==> config.mk <==
export PLATFORM = sky130hd
export DESIGN_NAME = oflow_score_calc
export DESIGN_NICKNAME = d
export VERILOG_FILES = /design/src/logic/oflow_core_pkg.sv /design/src/logic/oflow_score_pkg.sv /design/src/logic/oflow_score_calc.sv /design/src/logic/oflow_score_calc_similarity_metric_fsm.sv /design/src/logic/oflow_score_select.sv /design/src/logic/oflow_similarity_metric.sv
export SDC_FILE = /design/constraint.sdc
export NUM_CORES = 1
export LEC_CHECK = 0
export ABC_AREA = 1
export BUFFER_PORTS_ARGS = -buffer_cell sky130_fd_sc_hd__buf_2
export CAP_MARGIN = 20
export CORE_ASPECT_RATIO = 1.5
export CORE_MARGIN = 4
export CORE_UTILIZATION = 60
export DETAILED_ROUTE_END_ITERATION = 10
export GPL_TIMING_DRIVEN = 0
export PLACE_DENSITY_LB_ADDON = 0.2
export SYNTH_ARGS = -nofsm -noshare
export SYNTH_HDL_FRONTEND = slang
export SYNTH_SLANG_ARGS = --single-unit
==> constraint.sdc <==
create_clock -name clk -period 12.3 [get_ports clk]
set_input_delay 1.23 -clock clk [delete_from_list [all_inputs] [get_ports clk]]
set_output_delay 1.23 -clock clk [all_outputs]
set_load 0.02 [all_outputs]
==> src/logic/oflow_core_pkg.sv <==
/*
 * object-level types for the optical-flow core
 * ids, bounding-box fields and the feature struct passed between stages
 */

`default_nettype none

package oflow_core_pkg;

	// --------------------------------------------------
	// object ids
	// --------------------------------------------------

	// id width, zero marks an empty slot
	localparam int ID_LEN = 8;

	typedef logic [ID_LEN-1:0] id_t;

	// --------------------------------------------------
	// bounding-box features
	// --------------------------------------------------

	// one box field, position or size
	localparam int COORD_LEN = 10;

	typedef logic [COORD_LEN-1:0] coord_t;

	// box of one object, x in the top bits
	typedef struct packed {
		coord_t x;
		coord_t y;
		// size fields
		coord_t w;
		coord_t h;
	} obj_feature_t;

endpackage

`default_nettype wire

==> src/logic/oflow_score_pkg.sv <==
/*
 * score types for the similarity stage
 * a score is a distance, lower means a closer match
 */

`default_nettype none

package oflow_score_pkg;

	// --------------------------------------------------
	// score width and limit
	// --------------------------------------------------

	localparam int SCORE_LEN = 12;

	typedef logic [SCORE_LEN-1:0] score_t;

	// saturation value, all ones
	localparam score_t SCORE_MAX = '1;

	// --------------------------------------------------
	// engine result
	// --------------------------------------------------

	// candidate id with its distance to the new object
	typedef struct packed {
		oflow_core_pkg::id_t id;
		score_t score;
	} sim_result_t;

endpackage

`default_nettype wire

==> src/logic/oflow_score_calc.sv <==
/*
 * score stage top, one new object against two tracked candidates
 * controller, two parallel engines and the selector; fixed six-cycle latency
 */

`timescale 1ns/1ns
`default_nettype none

module oflow_score_calc
	import oflow_core_pkg::*;
	import oflow_score_pkg::*;
#(
	// size field weight, passed to both engines
	parameter int SIZE_WEIGHT_SHIFT = 1
) (
	input logic clk,
	input logic reset_N,

	input logic start_score_calc,
	// inputs held stable until the engines latch them
	input obj_feature_t new_obj,
	input obj_feature_t cand_0,
	input id_t id_0,
	input obj_feature_t cand_1,
	input id_t id_1,

	output logic done_score_calc,
	output sim_result_t result
);

	// --------------------------------------------------
	// internal nets
	// --------------------------------------------------

	logic start_similarity_metric_0;
	logic start_similarity_metric_1;
	logic done_0;
	logic done_1;
	sim_result_t result_0;
	sim_result_t result_1;

	// --------------------------------------------------
	// controller
	// --------------------------------------------------
	oflow_score_calc_similarity_metric_fsm u_fsm (
		.clk (clk),
		.reset_N (reset_N),
		.start_score_calc (start_score_calc),
		.id_1 (id_1),
		// slot 0 always runs, its done closes the round
		.done_similarity_metric (done_0),
		.start_similarity_metric_0 (start_similarity_metric_0),
		.start_similarity_metric_1 (start_similarity_metric_1)
	);

	// --------------------------------------------------
	// engines
	// --------------------------------------------------
	oflow_similarity_metric #(
		.SIZE_WEIGHT_SHIFT (SIZE_WEIGHT_SHIFT)
	) u_sim_0 (
		.clk (clk),
		.reset_N (reset_N),
		.start (start_similarity_metric_0),
		.new_obj (new_obj),
		.cand (cand_0),
		.cand_id (id_0),
		.done (done_0),
		.result (result_0)
	);

	oflow_similarity_metric #(
		.SIZE_WEIGHT_SHIFT (SIZE_WEIGHT_SHIFT)
	) u_sim_1 (
		.clk (clk),
		.reset_N (reset_N),
		.start (start_similarity_metric_1),
		.new_obj (new_obj),
		.cand (cand_1),
		.cand_id (id_1),
		.done (done_1),
		.result (result_1)
	);

	// --------------------------------------------------
	// best match
	// --------------------------------------------------
	oflow_score_select u_select (
		.clk (clk),
		.reset_N (reset_N),
		.done_0 (done_0),
		.result_0 (result_0),
		.done_1 (done_1),
		.result_1 (result_1),
		.done_score_calc (done_score_calc),
		.result (result)
	);

endmodule

`default_nettype wire

==> src/logic/oflow_score_calc_similarity_metric_fsm.sv <==
/*
 * score stage controller
 * turns start_score_calc into one start pulse per engine and then waits for done
 * slot 1 engine only fires for a nonzero id_1
 */

`timescale 1ns/1ns
`default_nettype none

module oflow_score_calc_similarity_metric_fsm
	import oflow_core_pkg::*;
(
	input logic clk,
	input logic reset_N,

	// from registration
	input logic start_score_calc,
	// slot 1 id of zero means empty
	input id_t id_1,

	// engine handshake
	input logic done_similarity_metric,
	output logic start_similarity_metric_0,
	output logic start_similarity_metric_1
);

	// --------------------------------------------------
	// state and flags
	// --------------------------------------------------

	typedef enum logic [1:0] {
		idle_st,
		similarity_metric_st,
		wait_st
	} sm_state_t;

	sm_state_t current_state;
	sm_state_t next_state;

	// one start per visit to similarity_metric_st
	logic flg_start_similarity_metric;

	// --------------------------------------------------
	// state register
	// --------------------------------------------------
	always_ff @(posedge clk or negedge reset_N) begin
		if (!reset_N) begin
			current_state <= idle_st;
		end else begin
			current_state <= next_state;
		end
	end

	// --------------------------------------------------
	// start flag
	// --------------------------------------------------
	// set on entry to similarity_metric_st and cleared the cycle after
	always_ff @(posedge clk or negedge reset_N) begin
		if (!reset_N) begin
			flg_start_similarity_metric <= 1'b0;
		end else begin
			flg_start_similarity_metric <= (current_state == idle_st) &&
				(next_state == similarity_metric_st);
		end
	end

	// --------------------------------------------------
	// next state and outputs
	// --------------------------------------------------
	always_comb begin
		next_state = current_state;
		start_similarity_metric_0 = 1'b0;
		start_similarity_metric_1 = 1'b0;

		case (current_state)
			idle_st: begin
				// pulses outside idle are dropped
				if (start_score_calc) begin
					next_state = similarity_metric_st;
				end
			end

			similarity_metric_st: begin
				if (flg_start_similarity_metric) begin
					start_similarity_metric_0 = 1'b1;
					// empty slot 1 stays quiet
					start_similarity_metric_1 = |id_1;
				end
				next_state = wait_st;
			end

			wait_st: begin
				// single round then back to idle
				if (done_similarity_metric) begin
					next_state = idle_st;
				end
			end

			default: begin
				next_state = idle_st;
			end
		endcase
	end

	// --------------------------------------------------
	// checks
	// --------------------------------------------------
	// engines fired only in the cycle after an accepted start_score_calc
	a_start_after_accept: assert property (@(posedge clk) disable iff (!reset_N)
		(start_similarity_metric_0 || start_similarity_metric_1) |->
		$past((current_state == idle_st) && start_score_calc));

	// engine done only while waiting for it
	a_done_in_wait_st: assert property (@(posedge clk) disable iff (!reset_N)
		done_similarity_metric |-> (current_state == wait_st));

endmodule

`default_nettype wire

==> src/logic/oflow_score_select.sv <==
/*
 * picks the lower-distance candidate of the two engines
 * slot 1 only counts when its engine reported done, ties go to slot 0
 */

`timescale 1ns/1ns
`default_nettype none

module oflow_score_select
	import oflow_score_pkg::*;
(
	input logic clk,
	input logic reset_N,

	// slot 0 engine, always runs
	input logic done_0,
	input sim_result_t result_0,

	// slot 1 engine, silent when slot empty
	input logic done_1,
	input sim_result_t result_1,

	output logic done_score_calc,
	output sim_result_t result
);

	// --------------------------------------------------
	// choice
	// --------------------------------------------------

	logic take_1;
	sim_result_t best;

	// strictly lower only, so a tie keeps slot 0
	always_comb begin
		take_1 = done_1 && (result_1.score < result_0.score);
		best = take_1 ? result_1 : result_0;
	end

	// --------------------------------------------------
	// output registers
	// --------------------------------------------------
	always_ff @(posedge clk or negedge reset_N) begin
		if (!reset_N) begin
			done_score_calc <= 1'b0;
			result <= '0;
		end else begin
			// one-cycle pulse per round
			done_score_calc <= done_0;
			if (done_0) begin
				result <= best;
			end
		end
	end

	// --------------------------------------------------
	// checks
	// --------------------------------------------------
	// both engines start together, so slot 1 never finishes alone
	a_done_1_with_done_0: assert property (@(posedge clk) disable iff (!reset_N)
		done_1 |-> done_0);

endmodule

`default_nettype wire

==> src/logic/oflow_similarity_metric.sv <==
/*
 * similarity engine, weighted absolute-difference distance of two boxes
 * operands latched on start, one field added per cycle, done four cycles later
 */

`timescale 1ns/1ns
`default_nettype none

module oflow_similarity_metric
	import oflow_core_pkg::*;
	import oflow_score_pkg::*;
#(
	// weight of the size fields, legal 0 to 2
	parameter int SIZE_WEIGHT_SHIFT = 1
) (
	input logic clk,
	input logic reset_N,

	input logic start,
	input obj_feature_t new_obj,
	input obj_feature_t cand,
	input id_t cand_id,

	output logic done,
	output sim_result_t result
);

	// --------------------------------------------------
	// widths and signals
	// --------------------------------------------------

	// four terms of at most (2^COORD_LEN - 1) << shift, no overflow
	localparam int ACC_LEN = COORD_LEN + SIZE_WEIGHT_SHIFT + 2;

	typedef logic [ACC_LEN-1:0] acc_t;

	// latched operands
	obj_feature_t new_obj_q;
	obj_feature_t cand_q;
	id_t cand_id_q;

	// control
	logic busy;
	logic [1:0] field_cnt;

	acc_t acc;
	acc_t term;
	acc_t acc_next;
	score_t score_sat;

	function automatic coord_t abs_diff(input coord_t a, input coord_t b);
		coord_t d;
		d = (a >= b) ? (a - b) : (b - a);
		return d;
	endfunction

	// --------------------------------------------------
	// field term and running sum
	// --------------------------------------------------
	always_comb begin
		case (field_cnt)
			2'd0: term = acc_t'(abs_diff(new_obj_q.x, cand_q.x));
			2'd1: term = acc_t'(abs_diff(new_obj_q.y, cand_q.y));
			// size fields weighted
			2'd2: term = acc_t'(abs_diff(new_obj_q.w, cand_q.w)) << SIZE_WEIGHT_SHIFT;
			default: term = acc_t'(abs_diff(new_obj_q.h, cand_q.h)) << SIZE_WEIGHT_SHIFT;
		endcase
		acc_next = acc + term;
		// clip to the score width
		score_sat = (acc_next > acc_t'(SCORE_MAX)) ? SCORE_MAX : score_t'(acc_next);
	end

	// --------------------------------------------------
	// control
	// --------------------------------------------------
	always_ff @(posedge clk or negedge reset_N) begin
		if (!reset_N) begin
			busy <= 1'b0;
			field_cnt <= 2'd0;
			done <= 1'b0;
		end else begin
			done <= 1'b0;
			if (start) begin
				busy <= 1'b1;
				field_cnt <= 2'd0;
			end else if (busy) begin
				field_cnt <= field_cnt + 2'd1;
				// h is the last field
				if (field_cnt == 2'd3) begin
					busy <= 1'b0;
					done <= 1'b1;
				end
			end
		end
	end

	// --------------------------------------------------
	// datapath
	// --------------------------------------------------
	always_ff @(posedge clk) begin
		if (start) begin
			new_obj_q <= new_obj;
			cand_q <= cand;
			cand_id_q <= cand_id;
			acc <= '0;
		end else if (busy) begin
			acc <= acc_next;
			// result holds until the next round ends
			if (field_cnt == 2'd3) begin
				result <= '{id: cand_id_q, score: score_sat};
			end
		end
	end

	// --------------------------------------------------
	// checks
	// --------------------------------------------------
	// controller must not restart a running engine
	a_no_start_busy: assert property (@(posedge clk) disable iff (!reset_N)
		start |-> !busy);

endmodule

`default_nettype wire

======== After elaboration in Yosys (flattened, before gate mapping) ========
Index checks and enable logic that the tools add are counted.
cells by class
  divide/modulo/power cells ............... 0
  reduce and logical (&&, ||, !) cells .... 10
  multiplexer cells ....................... 34
  eq/ne operators ......................... 9
  shift-type cells ........................ 0
  $lt $le $gt $ge ......................... 11
  bitwise operators ....................... 2
  multiply operators ...................... 0
  $add $sub $neg .......................... 20
operators by type and width
  operator                count
  $sub A10 B10 Y10        16
  $ge A10 B10 Y1          8
  $mux W10                8
  $pmux W11 S3            2
  $add A13 B11 Y13        2
  $gt A13 B12 Y1 const B  2
  $mux W20                1
  $mux W1                 16
  $lt A12 B12 Y1          1
  $mux W2                 6
  $eq A2 B2 Y1 const B    5
  $eq A2 B1 Y1 const B    4
  $reduce_or A8 Y1        1
  $logic_not A2 Y1        3
  $pmux W2 S3             1
  $reduce_and A3 Y1       2
  $add A2 B1 Y2 const B   2
  $reduce_bool A2 Y1      2
  $logic_and A1 B1 Y1     2
  $not A1 Y1              2
word-level totals
  bits in registers ....................... 274
  memory bits (read-only) ................. 0
  logic and storage cells ................. 121
  bits in latches ......................... 0
  input port bits ......................... 139
  output and inout bits ................... 21
  memories ................................ 0
  RAM bits ................................ 0

======== Logic depth before layout (Yosys ltp) ========
  depth in word-level cells ............... 5
  gate-level depth with buffers ........... 27
  mapped depth without buffers ............ 25

======== Cells and area by module ========
Synthesis repeated with hierarchy kept, for this count alone.
second synthesis, totals
  cell total of the unflattened synthesis .. 2,549
  area total of the unflattened synthesis .. 19,841.5 um2
by module, submodules not included
  module                                  seq. area each (um2)  cells an instance  times used  area each (um2)
  oflow_similarity_metric at u_sim_0      3,603.5               1,160              1           9,151.3
  oflow_similarity_metric at u_sim_1      3,603.5               1,149              1           9,093.7
  oflow_score_select                      525.5                 220                1           1,447.6
  oflow_score_calc_similarity_metric_fsm  75.1                  20                 1           148.9

======== Least setup slack after synthesis ========
OpenSTA, ideal clock, no wires.
  path kind ............................... input -> register
  start point ............................. in id_1[3]
  end point ............................... reg u_sim_1.result[0] (netlist bit), enable pin
  path buffers ............................ 1
  stages on the path ...................... 7
  library setup time ...................... 0.338 ns
  data required time ...................... 11.962 ns
  slack ................................... 5.721 ns
  arrival ................................. 6.242 ns
  cell sequence ........................... nor4_1 -> and2_1 -> nor2_1 -> nor2_1 -> inv_1 -> buf_2 -> nor2_1
between the ends
  word-level cells in the longest chain between the ends .. 5
RTL lines
  what                           line                                          text
  from (decl)                    oflow_score_calc.sv:25                        input id_t id_1,
  $reduce_or A8 Y1               oflow_score_calc_similarity_metric_fsm.sv:87  start_similarity_metric_1 = |id_1;
  $mux W1                        oflow_score_calc_similarity_metric_fsm.sv:84  if (flg_start_similarity_metric) begin
  $mux W1                        oflow_score_calc_similarity_metric_fsm.sv:75  case (current_state)
  net start_similarity_metric_1  oflow_score_calc.sv:36                        logic start_similarity_metric_1;
  $not A1 Y1 (no line)           n/a
  $reduce_and A3 Y1 (no line)    n/a
  to (signal assigned)           oflow_similarity_metric.sv:110                result <= '{id: cand_id_q, score: score_sat};
  to (decl)                      oflow_similarity_metric.sv:25                 output sim_result_t result
The timed path passes the listed nets, and every way through them passes these cells.
A chain may end at the register's enable or synchronous reset.

======== Worst setup path after layout ========
  start point ............................. reg u_sim_1.new_obj_q[10] (netlist bit)
  end point ............................... reg u_sim_1.result[9] (netlist bit), data pin
between the ends
  word-level cells in the longest chain between the ends .. 5
  elaborated cells on any way between the ends .. 7
  those cells by class .................... add/sub: 3; order compare: 2; mux: 2
RTL lines
  what                                                line                            text
  from (decl)                                         oflow_similarity_metric.sv:38   obj_feature_t new_obj_q;
  from (signal assigned)                              oflow_similarity_metric.sv:102  new_obj_q <= new_obj;
  $sub A10 B10 Y10 or $ge A10 B10 Y1 (tied branches)  oflow_similarity_metric.sv:53   d = (a >= b) ? (a - b) : (b - a);
  $mux W10 *                                          oflow_similarity_metric.sv:53
  $pmux W11 S3 *                                      oflow_similarity_metric.sv:61   case (field_cnt)
  $add A13 B11 Y13 *                                  oflow_similarity_metric.sv:68   acc_next = acc + term;
  $gt A13 B12 Y1                                      oflow_similarity_metric.sv:70   score_sat = (acc_next > acc_t'(SCORE_MAX)) ? SCORE_MAX : score_t'(acc_next);
Mark *: on every way between the ends. The rest lies on a longest branch, timed or not.

==> results.tsv <==
stage	metric	value	unit
place	post-place-cells	3141	
run	max_cap_violations	0	
floorplan	die_h	230	um
global_route	grt_antenna_before_repair	1	
worst_setup_path	startpoint_type	flop	
power	p_per_area	179	nW/um^2
synth	synth-compound-area-share	7.70	%
global_route	grt_max_degree	65	
synth	synth-main-ff-cell	edfxtp_1	
floorplan	die_x	156	um
synth	muxShareOfSynthArea	0	%
layout	antenna_cells	0	
layout	area_delta_synth_final	12.0	%
worst_setup_path	cp_max_fo	10	
run_status	status	finished, final reports clean	
cts	cts_max_path_buffers	3	
synth	synth_edf_count	216	
sta	finalHoldViolations	0	
layout	layout-drive-gt1-share	10.2	%
floorplan	core	32500	um^2
synth	syn-num-nets	2916	
synth	yosys_register_bits	274	
worst_setup_path	worstSetupPathType	reg2reg	
detailed_routing	post_drt_wl_per_cell	16.6	um
synth	yosys.area_share.adder	14.2	%
cts	htreeDepth	1	
floorplan	io_pins	160	
place	hpwl	42900	um
sta	finalCriticalPeriod	4.22	ns
detailed_routing	postRouteAntennaNets	0	
cts	cts_root_buf	clkbuf_16	
sta	slew_headroom	35.0	%
sta	finalMaxSlewViolations	0	
synth	synth_top_family_by_area	simple AND/OR/NAND/NOR gates	
synth	synth_xor_xnor_area_share	3.24	%
floorplan	dieArea	35900	um^2
worst_setup_path	end_kind	flop	
synth	ys_seq_area_share	39.5	%
sta	timing.final.crit_share	34.3	%
floorplan	fp-row-count	81	
layout	fin_cells	3194	
sta	fin_skew	0.0173	ns
cts	clk_pin_slew	0.07	ns
synth	synth.distinct_cells	46	
synth	synth-async-reset-ratio	11.7	%
sta	rsz0062_at_grt	no	
worst_setup_path	arrival	4.54	ns
place	io_buffers	159	
cts	insertion_delay	0.57	ns
layout	mostFrequentLayoutCell	nand2_1	
sta	fmax	237	MHz
layout	fillers	2725	
detailed_routing	drt_iter0_markers	942	
cts	cts_buffers	29	
layout	final_core_util	68.0	%
power	p_leak	11.6	nW
layout	final_area	22100	um^2
place	placed_area	21100	um^2
power	max-vdd-ir-drop	146	uV
cts	ctsResizeCount	0	
global_route	groute.usage.overall	29.2	%
detailed_routing	drc	0	
cts	clock_sinks	274	
detailed_routing	wl	53100	um
worst_setup_path	cp_data_required_time	12.61	ns
synth	avgSynthCellArea	7.70	um^2
global_route	grt_pass1_vias	17100	
layout	fin_nets	3109	
detailed_routing	routed_via_density	5.35	
cts	cts_setup_buffers	0	
cts	cts_tree	built	
sta	setup_viol_count_final	0	
global_route	grt_remaining_overflow	0	
synth	ys_warn_count	0	
synth	yosys.area_share.simple	25.1	%
floorplan	initial_core_util	60.7	%
place	gp_congestion	0.944	
global_route	grt_pass1_wl	83500	um
sta	tns	0	ns
hold_path	hold_class	reg2reg	
layout	most-common-layout-cells	nand2_1, inv_1, edfxtp_1	
detailed_routing	first_pass_iters	7	
detailed_routing	vias	17100	
synth	synthCells	2564	
sta	worstMarginPinSlew	0.973	ns
synth	synth_area	19800	um^2
cts	cts_hold_buf	0	
## worst paths after layout
check | start | to | slack (ns) | cells past startpoint
max | u_sim_1.new_obj_q[10] | u_sim_1.result[9] | 8.08 | 22
min | u_sim_0.done | u_select.done_score_calc | 0.39 | 0
max reg2reg | u_sim_1.new_obj_q[10] | u_sim_1.result[9] | 8.08 | 22
min reg2reg | u_sim_0.done | u_select.done_score_calc | 0.39 | 0
max in group asynchronous | reset_N | u_select.result[1] | 11.02 | 1
min in group asynchronous | reset_N | u_fsm.current_state[1] | 0.75 | 1
## state kept, by name (all words and copies together) (netlist names), 2 cells and up
name / cells
u_sim_0.new_obj_q: 40
u_select.result: 20
u_sim_0.cand_q: 40
u_sim_0.field_cnt: 2
u_fsm.current_state: 2
u_sim_0.cand_id_q: 8
u_sim_0.acc: 13
u_sim_1.cand_id_q: 8
u_sim_1.cand_q: 40
u_sim_1.result: 20
u_sim_1.field_cnt: 2
u_sim_1.new_obj_q: 40
u_sim_1.acc: 13
u_sim_0.result: 20
## power by group
part           internal [W]  switching (W)  leakage [nW]
registers           0.00121      0.0000787          2.58
logic              0.000616        0.00116          8.59
clock network      0.000514       0.000378         0.473
## area by class of cell
class	instances	area [um^2]	share of cell area [%]
Timing Repair Buffer	162	863	3.90
Buffer	40	213	0.962
Sequential cell	274	7810	35.3
Inverter	483	1820	8.21
Clock inverter	17	156	0.707
Multi-Input combinational cell	1767	9930	44.9
Clock buffer	36	815	3.68
Tap cell	415	519	2.35
## critical path, cell delays in order (launching register included)
cell and delay (ns):
edfxtp_1 0.41, inv_1 0.07, ha_1 0.13, inv_1 0.06, fa_1 0.47, nand3_1 0.13
nand3_1 0.09, nor2_2 0.40, o21ai_0 0.16, nand3_1 0.10, nand2_1 0.07, nor2_1 0.23
nor2_1 0.07, ha_1 0.34, a21oi_1 0.15, nand2_1 0.11, a21oi_1 0.25, o21ai_1 0.16
nand2_1 0.11, nand3b_1 0.08, nand2_1 0.13, buf_4 0.18, nand2_1 0.07
## Yosys cell counts, types with 16 or more instances
master    number  area [um^2]
a21oi_1      142          711
fa_1          18          360
nor2_1       143          537
nand2_1      796         2990
xor2_1        57          499
dfxtp_1       26          521
o21ai_0       97          485
edfxtp_1     216         6490
nand3_1      176          881
dfrtp_1       32          801
inv_1        477         1790
xnor2_1       16          140
nand4_1       28          175
ha_1         195         2440
## layer usage
metal / share of wire (%) / track usage, %
met5: 0 / 0
met4: 6.6 / 16.5
met3: 4.6 / 2.45
met2: 52 / 54.7
met1: 37 / 31.6
## cell families (layout without fill, tap and decap cells)
kind of cell,Yosys count,after routing
AO/OA/AOI/OAI,284,284
XOR/XNOR,73,73
flip-flops,274,274
buffers and inverters,523,738
AND/OR/NAND/NOR,1197,1197
adder cells (fa/ha/maj),213,213
## through the flow
stage | hold WS, ns | setup WS (ns) | power [W]
2_1_floorplan | 0.354 | 5.72 | 0.00257
3_3_place_gp | 0.368 | 3.12 | 0.00301
3_5_place_dp | 0.374 | 8.13 | 0.00307
4_1_cts | 0.397 | 8.11 | 0.00396
5_1_grt | 0.409 | 7.75 | 0.00425
6_report | 0.392 | 8.08 | 0.00396
Note: power is estimated with default switching activity, not from simulation.
